$ cat src/source/dcache_tag_cfg.svh
`ifndef DCACHE_TAG_CFG_SVH
`define DCACHE_TAG_CFG_SVH

// address split for 64 sets of 64-byte lines.
`define DCACHE_TAG_W    20
`define DCACHE_INDEX_W  6
`define DCACHE_OFFSET_W 6

// associativity.
`define DCACHE_WAYS     4

`endif
$ cat src/source/dcache_tag_pkg.sv
`default_nettype none

`include "dcache_tag_cfg.svh"

package dcache_tag_pkg;

    typedef logic [`DCACHE_TAG_W-1:0]   tag_t;
    typedef logic [`DCACHE_INDEX_W-1:0] index_t;
    typedef logic [`DCACHE_WAYS-1:0]    way_t;   // one-hot way vector.

    // tree bits: root picks the pair, then the pair bit picks the way.
    typedef logic [2:0] plru_t;

    localparam int PLRU_ROOT  = 0;
    localparam int PLRU_LEFT  = 1;
    localparam int PLRU_RIGHT = 2;

    localparam way_t WAY0 = 4'b0001;
    localparam way_t WAY1 = 4'b0010;
    localparam way_t WAY2 = 4'b0100;
    localparam way_t WAY3 = 4'b1000;

endpackage

`default_nettype wire

$ cat src/source/plru_state.sv
`timescale 1ns/1ps
`default_nettype none

`include "dcache_tag_cfg.svh"

module plru_state (
    input  logic                   clk,
    input  logic                   reset,
    input  dcache_tag_pkg::index_t rd_index,
    output dcache_tag_pkg::way_t   victim,
    input  logic                   touch_en,
    input  dcache_tag_pkg::index_t touch_index,
    input  dcache_tag_pkg::way_t   touch_way
);
    import dcache_tag_pkg::*;

    localparam int SETS = 1 << `DCACHE_INDEX_W;

    plru_t plru_mem [SETS];
    plru_t rd_entry;
    plru_t touch_entry;
    plru_t touch_next;

    assign rd_entry    = plru_mem[rd_index];
    assign touch_entry = plru_mem[touch_index];

    // walk the tree from the root.
    always_comb begin
        if (!rd_entry[PLRU_ROOT]) begin
            victim = rd_entry[PLRU_LEFT] ? WAY1 : WAY0;
        end else begin
            victim = rd_entry[PLRU_RIGHT] ? WAY3 : WAY2;
        end
    end

    // point the root and the pair bit away from the touched way.
    always_comb begin
        touch_next = touch_entry;
        case (touch_way)
            WAY0: begin
                touch_next[PLRU_ROOT] = 1'b1;
                touch_next[PLRU_LEFT] = 1'b1;
            end
            WAY1: begin
                touch_next[PLRU_ROOT] = 1'b1;
                touch_next[PLRU_LEFT] = 1'b0;
            end
            WAY2: begin
                touch_next[PLRU_ROOT]  = 1'b0;
                touch_next[PLRU_RIGHT] = 1'b1;
            end
            WAY3: begin
                touch_next[PLRU_ROOT]  = 1'b0;
                touch_next[PLRU_RIGHT] = 1'b0;
            end
            default: begin
                touch_next = touch_entry;    // no single way, keep the entry.
            end
        endcase
    end

    always_ff @(posedge clk) begin
        if (reset) begin
            for (int i = 0; i < SETS; i++) begin
                plru_mem[i] <= '0;
            end
        end else if (touch_en) begin
            plru_mem[touch_index] <= touch_next;
        end
    end

endmodule

`default_nettype wire

$ cat config.mk
export PLATFORM = sky130hd
export DESIGN_NAME = plru_state
export DESIGN_NICKNAME = d
export VERILOG_FILES = /design/src/source/dcache_tag_pkg.sv /design/src/source/plru_state.sv
export VERILOG_INCLUDE_DIRS = /design/src /design/src/source
export SDC_FILE = /design/constraint.sdc
export NUM_CORES = 1
export LEC_CHECK = 0
export BUFFER_PORTS_ARGS = -buffer_cell sky130_fd_sc_hd__clkbuf_2
export CAP_MARGIN = 20
export CORE_ASPECT_RATIO = 1.2
export CORE_MARGIN = 10
export CORE_UTILIZATION = 25
export DETAILED_ROUTE_END_ITERATION = 8
export PLACE_DENSITY_LB_ADDON = 0.05
export SYNTH_ARGS = -nofsm -noshare
export SYNTH_HDL_FRONTEND = slang
export SYNTH_SLANG_ARGS = --single-unit
$ cat constraint.sdc
create_clock -name clk -period 6.7 [get_ports clk]
set_input_delay 1.675 -clock clk [delete_from_list [all_inputs] [get_ports clk]]
set_output_delay 1.675 -clock clk [all_outputs]
set_load 0.01 [all_outputs]
**Word-level counts from Yosys, hierarchy flattened**

Memory sizes are Yosys's and may differ from the RTL's.
Cells that the tools add are included.

- Equal/unequal tests: 7
- Muxes and demuxes: 14
- Reductions and logical operators: 6

Operators with widths:

| operator | number |
|---|---|
| 4-bit 2-to-1 mux | 2 |
| 3-bit 2-to-1 mux | 2 |
| 6-bit 2-to-1 mux | 1 |
| 2-bit inequality test (second input constant) | 3 |
| 1-bit case mux with 2 select lines | 3 |
| 2-bit AND reduction | 3 |
| 1-bit 2-to-1 mux | 5 |
| 4-bit by 1-bit equality test with 1-bit output (second input constant) | 1 |
| 4-bit by 2-bit equality test with 1-bit output (second input constant) | 1 |
| 4-bit by 3-bit equality test with 1-bit output (second input constant) | 1 |
| 4-bit equality test (second input constant) | 1 |
| 2-bit OR reduction | 2 |
| 3-bit OR reduction | 1 |
| 2-bit 2-to-1 mux | 1 |

- Flip-flop bits (word level): 0
- Bits in writable memories: 192
- Bits of input ports: 19
- Output and inout bits: 4
- Logic and storage cells: 28
- Memories: 1

Memory list:

| name | depth | bits a word | rd ports | clocked after memory_dff | write ports | line | source |
|---|---|---|---|---|---|---|---|
| plru_mem | 64 | 3 | 1 | 0 | 64 | plru_state.sv:19 | `plru_t plru_mem [SETS];` |

**Logic depth before layout (Yosys ltp)**

Gate-level depths: netlist of the first run.

- Depth in word-level cells: 6
- Gate-level depth with buffers: 8
- Mapped depth without buffers: 5

**Worst setup path before layout of the first run**

OpenSTA, ideal clock, no wires.

- Kind: input-to-output
- Start: in rd_index[0]
- End: out victim[1]
- Data arrival time: 3.240 ns
- Required time: 5.025 ns
- Setup slack: 1.785 ns
- Stages on the path: 7
- Buffers on the path: 2
- Cells stage by stage: buf_4 -> buf_4 -> mux4_2 -> mux2i_1 -> a221oi_1 -> a32oi_1 -> nor2b_1

- Longest elaborated chain between the ends: 3

Ends and longest elaborated chain:

| what | line | source |
|---|---|---|
| start, declared | plru_state.sv:9 | `input dcache_tag_pkg::index_t rd_index,` |
| memory read 64 x 3 bit (*) | n/a |  |
| 2-bit 2-to-1 mux | plru_state.sv:30 | `victim = rd_entry[PLRU_LEFT] ? WAY1 : WAY0;` |
| 4-bit 2-to-1 mux (*) | plru_state.sv:29 | `if (!rd_entry[PLRU_ROOT]) begin` |
| end, declared | plru_state.sv:10 | `output dcache_tag_pkg::way_t victim,` |

Every way passes the cells marked *; elsewhere a longest branch is shown, timed or not.

**Worst setup path after layout of the first run**

- Start: in rd_index[2]
- End: out victim[1]

The elaborated chain is that of the path after synthesis.

==> results of run 1 <==
-- kinds of logic after synthesis --
family,count (synthesis)
simple gates,356
flops,192
compound gates,154
buf+inv,78
mux,56
xor+xnor,2
-- final cells by class --
class                      count  area, µm²
fill                        4208      28700
sequential                   192       5770
multi-input combinational    568       4060
tap                          533        667
antenna                        1       2.50
clock buffer                  18        429
clock inverter                12        120
timing repair buffer          50        335
-- metal layers --
layer	up-vias	routed length [µm]	global-route usage [%]	part of all wire [%]
li1	3039	-	-	-
met1	3492	15400	18.6	44
met2	144	17600	24.3	50
met3	37	1080	2.35	3.1
met4	0	820	5.44	2.3
met5	-	0	0	0
-- power groups by stage --
stage               registers [µW]  logic (µW)  clock network [µW]
finish                        1400         270                1020
floorplan                     1410         190                   0
global route                  1400         294                1080
global placement              1430         271                   0
detailed placement            1430         274                   0
CTS                           1400         275                1040
-- metrics by stage --
step	power (µW)	hold slack, ns	setup slack [ns]	utilization (%)	instances
after floorplan	1600	2.09	1.79	-	838
after global placement	1700	2.23	0.830	27.0	1343
after detailed placement	1700	2.24	0.819	27.0	1343
after CTS	2720	1.75	0.819	28.4	1373
after global routing	2780	1.80	0.713	28.4	1373
final	2690	1.78	0.851	28.4	1374
-- placed cells by master, fill, tap and decap left out, drive strengths merged, types with 2 or more instances in the layout --
cell type,n
nor2,200
edfxtp,192
o21bai,72
or2,66
a21o,56
mux4,47
clkbuf,38
nand2,33
buf,30
nor3,10
mux2i,9
nand3b,9
o22ai,8
clkinv,8
nor2b,7
nand3,6
a22oi,4
and2,4
a2111oi,4
or3b,3
nand4,3
nor3b,3
nand2b,2
a21boi,2
a21oi,2
xnor2,2
nand4b,2
and3b,2
bufinv,2
-- worst max-delay path, delay by kind of cell --
kind	cells	cell delay (ns)
buffers and inverters	4	1.23
AOI/OAI and AO/OA	3	0.75
and+or+nand+nor	2	0.49
-- worst paths after layout --
kind	startpoint	endpoint	cells past startpoint
max	rd_index[2]	victim[1]	9
min	reset	plru_mem[32][0]$_SDFFCE_PN0P_	2
==> impl_metrics.toml, run 1 <==
[run_status]
status = "complete, no violations"

[yosys]
ys_types = 49
synth_top_family_by_area = "simple AND/OR/NAND/NOR gates"
synthTopCellsByCount = "200 x nor2_1, 192 x edfxtp_1, 72 x o21bai_1, 64 x clkbuf_1, 60 x or2_2"
synthesis.area_mm2 = 0.0102
synth_seq_area_share_pct = 56.7
synth_edf_count = 192
synthArstFlopShare_pct = 0
synth_xor_xnor_area_share_pct = 0.172
synth_ff_type = "edfxtp_1"
ys_warn_count = 0
syn_inst = 838
synth_most_common_cell = "nor2_1"
synthDominantCellAreaShare_pct = 56.7
yosys-top-cells-area = "edfxtp_1 57%, mux4_2 10%, nor2_1 7.4%"
yosys.area.top_type = "edfxtp_1"
avgSynthCellArea_um2 = 12.1
synth-simple-area-share_pct = 17.0
synth-compound-area-share_pct = 11.3
synth_fa_ha_area_share_pct = 0
syn_nets = 857
synth-seq-cells = 192
muxShareOfSynthArea_pct = 11.4

[sta]
clock.fmax_ghz = 0.171
setup_viol = 0
tightest_slew_ns = 0.972
fin_tns_setup_ns = 0
period_share_pct = 87.3
hold_viol_final = 0
slew_headroom_pct = 35.0
finalMaxSlewViolations = 0
rsz0062_at_grt = "false"
min_period_ns = 5.85

[placed_design]
io_buffers = 22
routabilityCongestion = 0.766
hpwl_um = 23200
post_dp_cell_area_mm2 = 0.0108

[layout]
largest_register = "plru_mem"
layout.nets = 848
reg.largest.list = "plru_mem x192"
largest_register_ffs = 192
area_growth_pct = 11.8
drive_above_1_share_pct = 23.1
fin_area_mm2 = 0.0114

[grt]
gr-total-overflow = 0
grt_pass1_vias = 7053
grt_util_all_layers_pct = 14.6
grt_max_degree = 82
antenna_found_initial = 1
grt_pass1_wl_um = 51200

[hold_path]
hp-class = "in -> reg"

[route]
wl_um = 34900
drt_iter0_markers = 532
drc = 0
drt.antenna.violating_nets = 0
routedWlPerCell_um = 25.4
num_vias = 6712
firstDrtPassIters = 5
vias_per_cell = 4.89

[power_and_ir_drop]
switchingPower_uw = 650
clkPwrFrac_pct = 37.8
p_leak_uw = 0.00383
pwr_density_cell_mw_per_mm2 = 236
switching_share_pct = 24.2
vdd_drop_max_mv = 0.189
p_int_uw = 2040
combPwrFrac_pct = 10.1
pwr-share-seq_pct = 52.1

[clocking]
htree_levels = 4
clkSinkCount = 192
cts_tree = "done"
post-cts-setup-buffers = 0
cts_root_buf = "clkbuf_16"
cts_resized = 0
clockBufferDepth = 2
cts_hold_buf = 0
cts_made_buffers = 17
cts.clk_slew.worst_paths_ns = 0.07

[die]
rows = 80
start_util_pct = 25.4
io_pins = 23
die_w_um = 204
die_area_mm2 = 0.0492
die_h_um = 241
core_area_mm2 = 0.0400

[critical_path]
crit_path_top_delay_cell = "clkbuf_2"
crit_chain = "clkbuf_2 -> buf_4 -> nor2b_1 -> a2bb2oi_1 -> a311o_1 -> a32oi_1 -> buf_4 -> nor2b_1 -> clkbuf_2"
crit_required_ns = 5.03
crit_path_end_kind = "primary output"
path_class = "in -> out"
start_kind = "input pin"
critPathMaxStageDelay_ns = 0.49
path_max_fanout = 25
arrival_ns = 4.17

[job]
cap_violations = 0
(Power assumes the default switching activity.)
==> inputs of run 2 (changes only) <==
- PLACE_DENSITY_LB_ADDON: 0.05 -> unset
==> impl_metrics.toml, run 2 (same netlist as run 1, synthesis figures left out) <==
[layout]
layout.nets = 838
nFillCells = 4125
drive_above_1_share_pct = 22.6
final_common_cell = "nor2_1"
reg.largest.list = "plru_mem x192"
largest_register = "plru_mem"
largest_register_ffs = 192
diodes = 0
final_cell_mix = "200 x nor2_1, 192 x edfxtp_1, 72 x o21bai_1, 60 x or2_2, 56 x a21o_1"
area_growth_pct = 11.4

[critical_path]
cp_common_cell = "clkbuf_2"
crit_chain = "clkbuf_2 -> buf_4 -> mux4_2 -> a22oi_1 -> nand4_1 -> a32oi_1 -> nor2b_1 -> clkbuf_2"
path_max_fanout = 26
arrival_ns = 4.29
crit_buf_inv = 3
start_kind = "input pin"
critPathMaxStageDelay_ns = 0.72
crit_path_top_delay_cell = "clkbuf_2"
crit_required_ns = 5.03
crit_path_end_kind = "primary output"
path_class = "in -> out"
critical_path.top_delay_family = "buffers and inverters"

[sta]
fin_tns_setup_ns = 0
setup_viol = 0
min_period_ns = 5.97
tightest_slew_ns = 0.987
whs_ns = 1.95
finalMaxSlewViolations = 0
layout_setup_ws_ns = 0.733
slew_headroom_pct = 33.7
rsz0062_at_grt = "false"
period_share_pct = 89.1
hold_viol_final = 0
clock.fmax_ghz = 0.168

[clocking]
cts_hold_buf = 0
cts_made_buffers = 17
cts_resized = 0
clkSinkCount = 192
clockBufferDepth = 2
htree_levels = 4
cts_tree = "done"
post-cts-setup-buffers = 0
cts_root_buf = "clkbuf_16"
cts.clk_slew.worst_paths_ns = 0.07

[power_and_ir_drop]
p_leak_uw = 0.00380
pwr_density_cell_mw_per_mm2 = 234
vdd_drop_max_mv = 0.140

[route]
drt.antenna.violating_nets = 0
vias_per_cell = 4.94
wl_um = 27900
num_vias = 6741
firstDrtPassIters = 5
drc = 0
routedWlPerCell_um = 20.5
drt_iter0_markers = 541

[placed_design]
hpwl_um = 18000
routabilityCongestion = 0.820
pre_cts_slack_ns = 0.758
io_buffers = 22

[grt]
grt_pass1_wl_um = 42100
gr-total-overflow = 0
grt_pass1_vias = 6812
antenna_found_initial = 0
grt_util_all_layers_pct = 11.4
grt_max_degree = 125

[die]
die_area_mm2 = 0.0492
die_h_um = 241
die_w_um = 204
io_pins = 23
start_util_pct = 25.4
core_area_mm2 = 0.0400
rows = 80

[job]
cap_violations = 0

[hold_path]
hp-class = "in -> reg"

[run_status]
status = "complete, no violations"
[run 2: layout make-up]
type | count | area (µm²) | area share, %
timing repair buffer | 40 | 280 | 2.47
clock buffer | 19 | 433 | 3.82
sequential | 192 | 5770 | 50.9
multi-input combinational | 568 | 4060 | 35.8
clock inverter | 13 | 126 | 1.12
tap | 533 | 667 | 5.89
[run 2: metal layers]
layer / GRT usage, % / up-vias / wire length (µm)
met5: 0 / - / 0
met4: 4.02 / 0 / 641
met3: 2.07 / 37 / 1340
met2: 20.4 / 199 / 14700
met1: 13.3 / 3482 / 11200
li1: - / 3023 / -
[run 2: worst paths after layout]
check | startpoint | to | slack [ns] | cells past startpoint
max | rd_index[2] | victim[1] | 0.73 | 8
min | touch_index[2] | plru_mem[22][2]$_SDFFCE_PN0P_ | 1.95 | 4
[run 2: stage by stage]
stage | util (%) | cells | instance area [µm²] | power, µW
final | 28.3 | 1365 | 11300 | 2650
after global routing | 28.3 | 1365 | 11300 | 2730
after CTS | 28.2 | 1364 | 11300 | 2660
after detailed placement | 26.8 | 1332 | 10700 | 1680
after global placement | 26.8 | 1332 | 10700 | 1670
after floorplan | - | 838 | 10200 | 1600
[run 2: where the power goes]
group / total, µW / switching (µW) / internal [µW]
combinational: 257 / 143 / 113
sequential: 1390 / 18.1 / 1380
clock: 1000 / 479 / 522
total: 2650 / 641 / 2010
[run 2: tightest hold or removal path, stage by stage]
cell      delay [ns]
clkbuf_2        0.18
nand3_1         0.09
buf_4           0.21
nor2_1          0.11
==> inputs of run 3 (changes only) <==
- CELL_PAD_IN_SITES_DETAIL_PLACEMENT: unset -> 0
- CELL_PAD_IN_SITES_GLOBAL_PLACEMENT: unset -> 2
- PLACE_DENSITY_LB_ADDON: unset -> 0.1
==> impl_metrics.toml, run 3 (same netlist as run 1, synthesis figures left out) <==
[power_and_ir_drop]
pwr_density_cell_mw_per_mm2 = 242
p_total_uw = 2760
vdd_drop_max_mv = 0.191
switching_share_pct = 24.5
p_leak_uw = 0.00384
p_int_uw = 2080
pwr-share-seq_pct = 50.6
combPwrFrac_pct = 9.7
clkPwrFrac_pct = 39.7
switchingPower_uw = 677

[grt]
antenna_found_initial = 0
grt_pass1_vias = 7225
grt_max_degree = 113
met3_usage_pct = 2.07
grt_pass1_wl_um = 50400
gr-usage-met2_pct = 25.1
met1_usage_pct = 17.6
grt_util_all_layers_pct = 14.3
grt_busiest_layer = "met2"
gr-total-overflow = 0

[critical_path]
arrival_ns = 4.43
start_kind = "input pin"
path_max_fanout = 44
crit_path_end_kind = "primary output"
path_class = "in -> out"
crit_required_ns = 5.03

[die]
die_area_mm2 = 0.0492
core_area_mm2 = 0.0400
die_h_um = 241
die_w_um = 204
start_util_pct = 25.4
rows = 80
io_pins = 23

[sta]
slew_headroom_pct = 27.8
fin_tns_setup_ns = 0
setup_viol = 0
min_period_ns = 6.11
clock.fmax_ghz = 0.164
layout_setup_ws_ns = 0.593
hold_viol_final = 0
finalMaxSlewViolations = 0
rsz0062_at_grt = "false"
period_share_pct = 91.2
tightest_slew_ns = 1.08

[clocking]
cts_made_buffers = 17
cts.clk_slew.worst_paths_ns = 0.08
htree_levels = 4
clkSinkCount = 192
cts_hold_buf = 0
post-cts-setup-buffers = 0
clockBufferDepth = 2
cts_root_buf = "clkbuf_16"
cts_resized = 0
cts_tree = "done"

[route]
drc = 0
routedWlPerCell_um = 25.1
vias_per_cell = 4.90
num_vias = 6733
drt.antenna.violating_nets = 0
firstDrtPassIters = 5
wl_um = 34500
drt_iter0_markers = 480

[layout]
largest_register_ffs = 192
diodes = 0
layout.nets = 846
reg.largest.list = "plru_mem x192"
area_growth_pct = 12.2
final_cell_mix = "200 x nor2_1, 192 x edfxtp_1, 72 x o21bai_1, 60 x or2_2, 56 x a21o_1"
drive_above_1_share_pct = 23.7
final_common_cell = "nor2_1"
largest_register = "plru_mem"

[placed_design]
io_buffers = 22
pre_cts_slack_ns = 0.506
hpwl_um = 22300
routabilityCongestion = 0.758

[run_status]
status = "complete, no violations"

[job]
cap_violations = 0

[hold_path]
hp-class = "in -> reg"
[run 3: cell type report]
cell class | count | area, µm²
fillers | 4209 | 28600
flip-flops and latches | 192 | 5770
multi-input cells | 568 | 4060
well taps | 533 | 667
clock buffers | 17 | 425
repair buffers | 48 | 310
clock inverters | 15 | 185
[run 3: power groups by stage]
stage | clock [µW] | sequential, µW | combinational [µW]
after detailed placement | 0 | 1420 | 273
final | 1090 | 1390 | 269
after floorplan | 0 | 1410 | 190
after global routing | 1170 | 1400 | 291
after global placement | 0 | 1420 | 269
after CTS | 1120 | 1400 | 273
[run 3: worst paths after layout]
| check | startpoint | endpoint | slack [ns] | cells after the start |
|---|---|---|---|---|
| max | rd_index[0] | victim[0] | 0.59 | 7 |
| min | touch_index[2] | plru_mem[14][2]$_SDFFCE_PN0P_ | 1.96 | 4 |
[run 3: per-layer routing]
metal	part of all wire, %	up-vias
met5	0	-
met4	2.3	0
met3	2.9	32
met2	52	121
met1	43	3554
li1	-	3026
[run 3: worst max-delay path, stage by stage]
cell	delay [ns]
buf_4	0.74
mux4_2	0.38
mux2i_1	0.08
a2111oi_0	0.78
a22oi_1	0.34
and2_1	0.27
clkbuf_2	0.12
[run 3: stage by stage]
step,util [%],hold slack (ns),cells,cell area [µm²]
after detailed placement,27.0,2.43,1341,10800
after global placement,27.0,2.42,1341,10800
final,28.5,1.96,1373,11400
after CTS,28.5,1.94,1373,11400
after floorplan,-,2.09,838,10200
after global routing,28.5,2.01,1373,11400
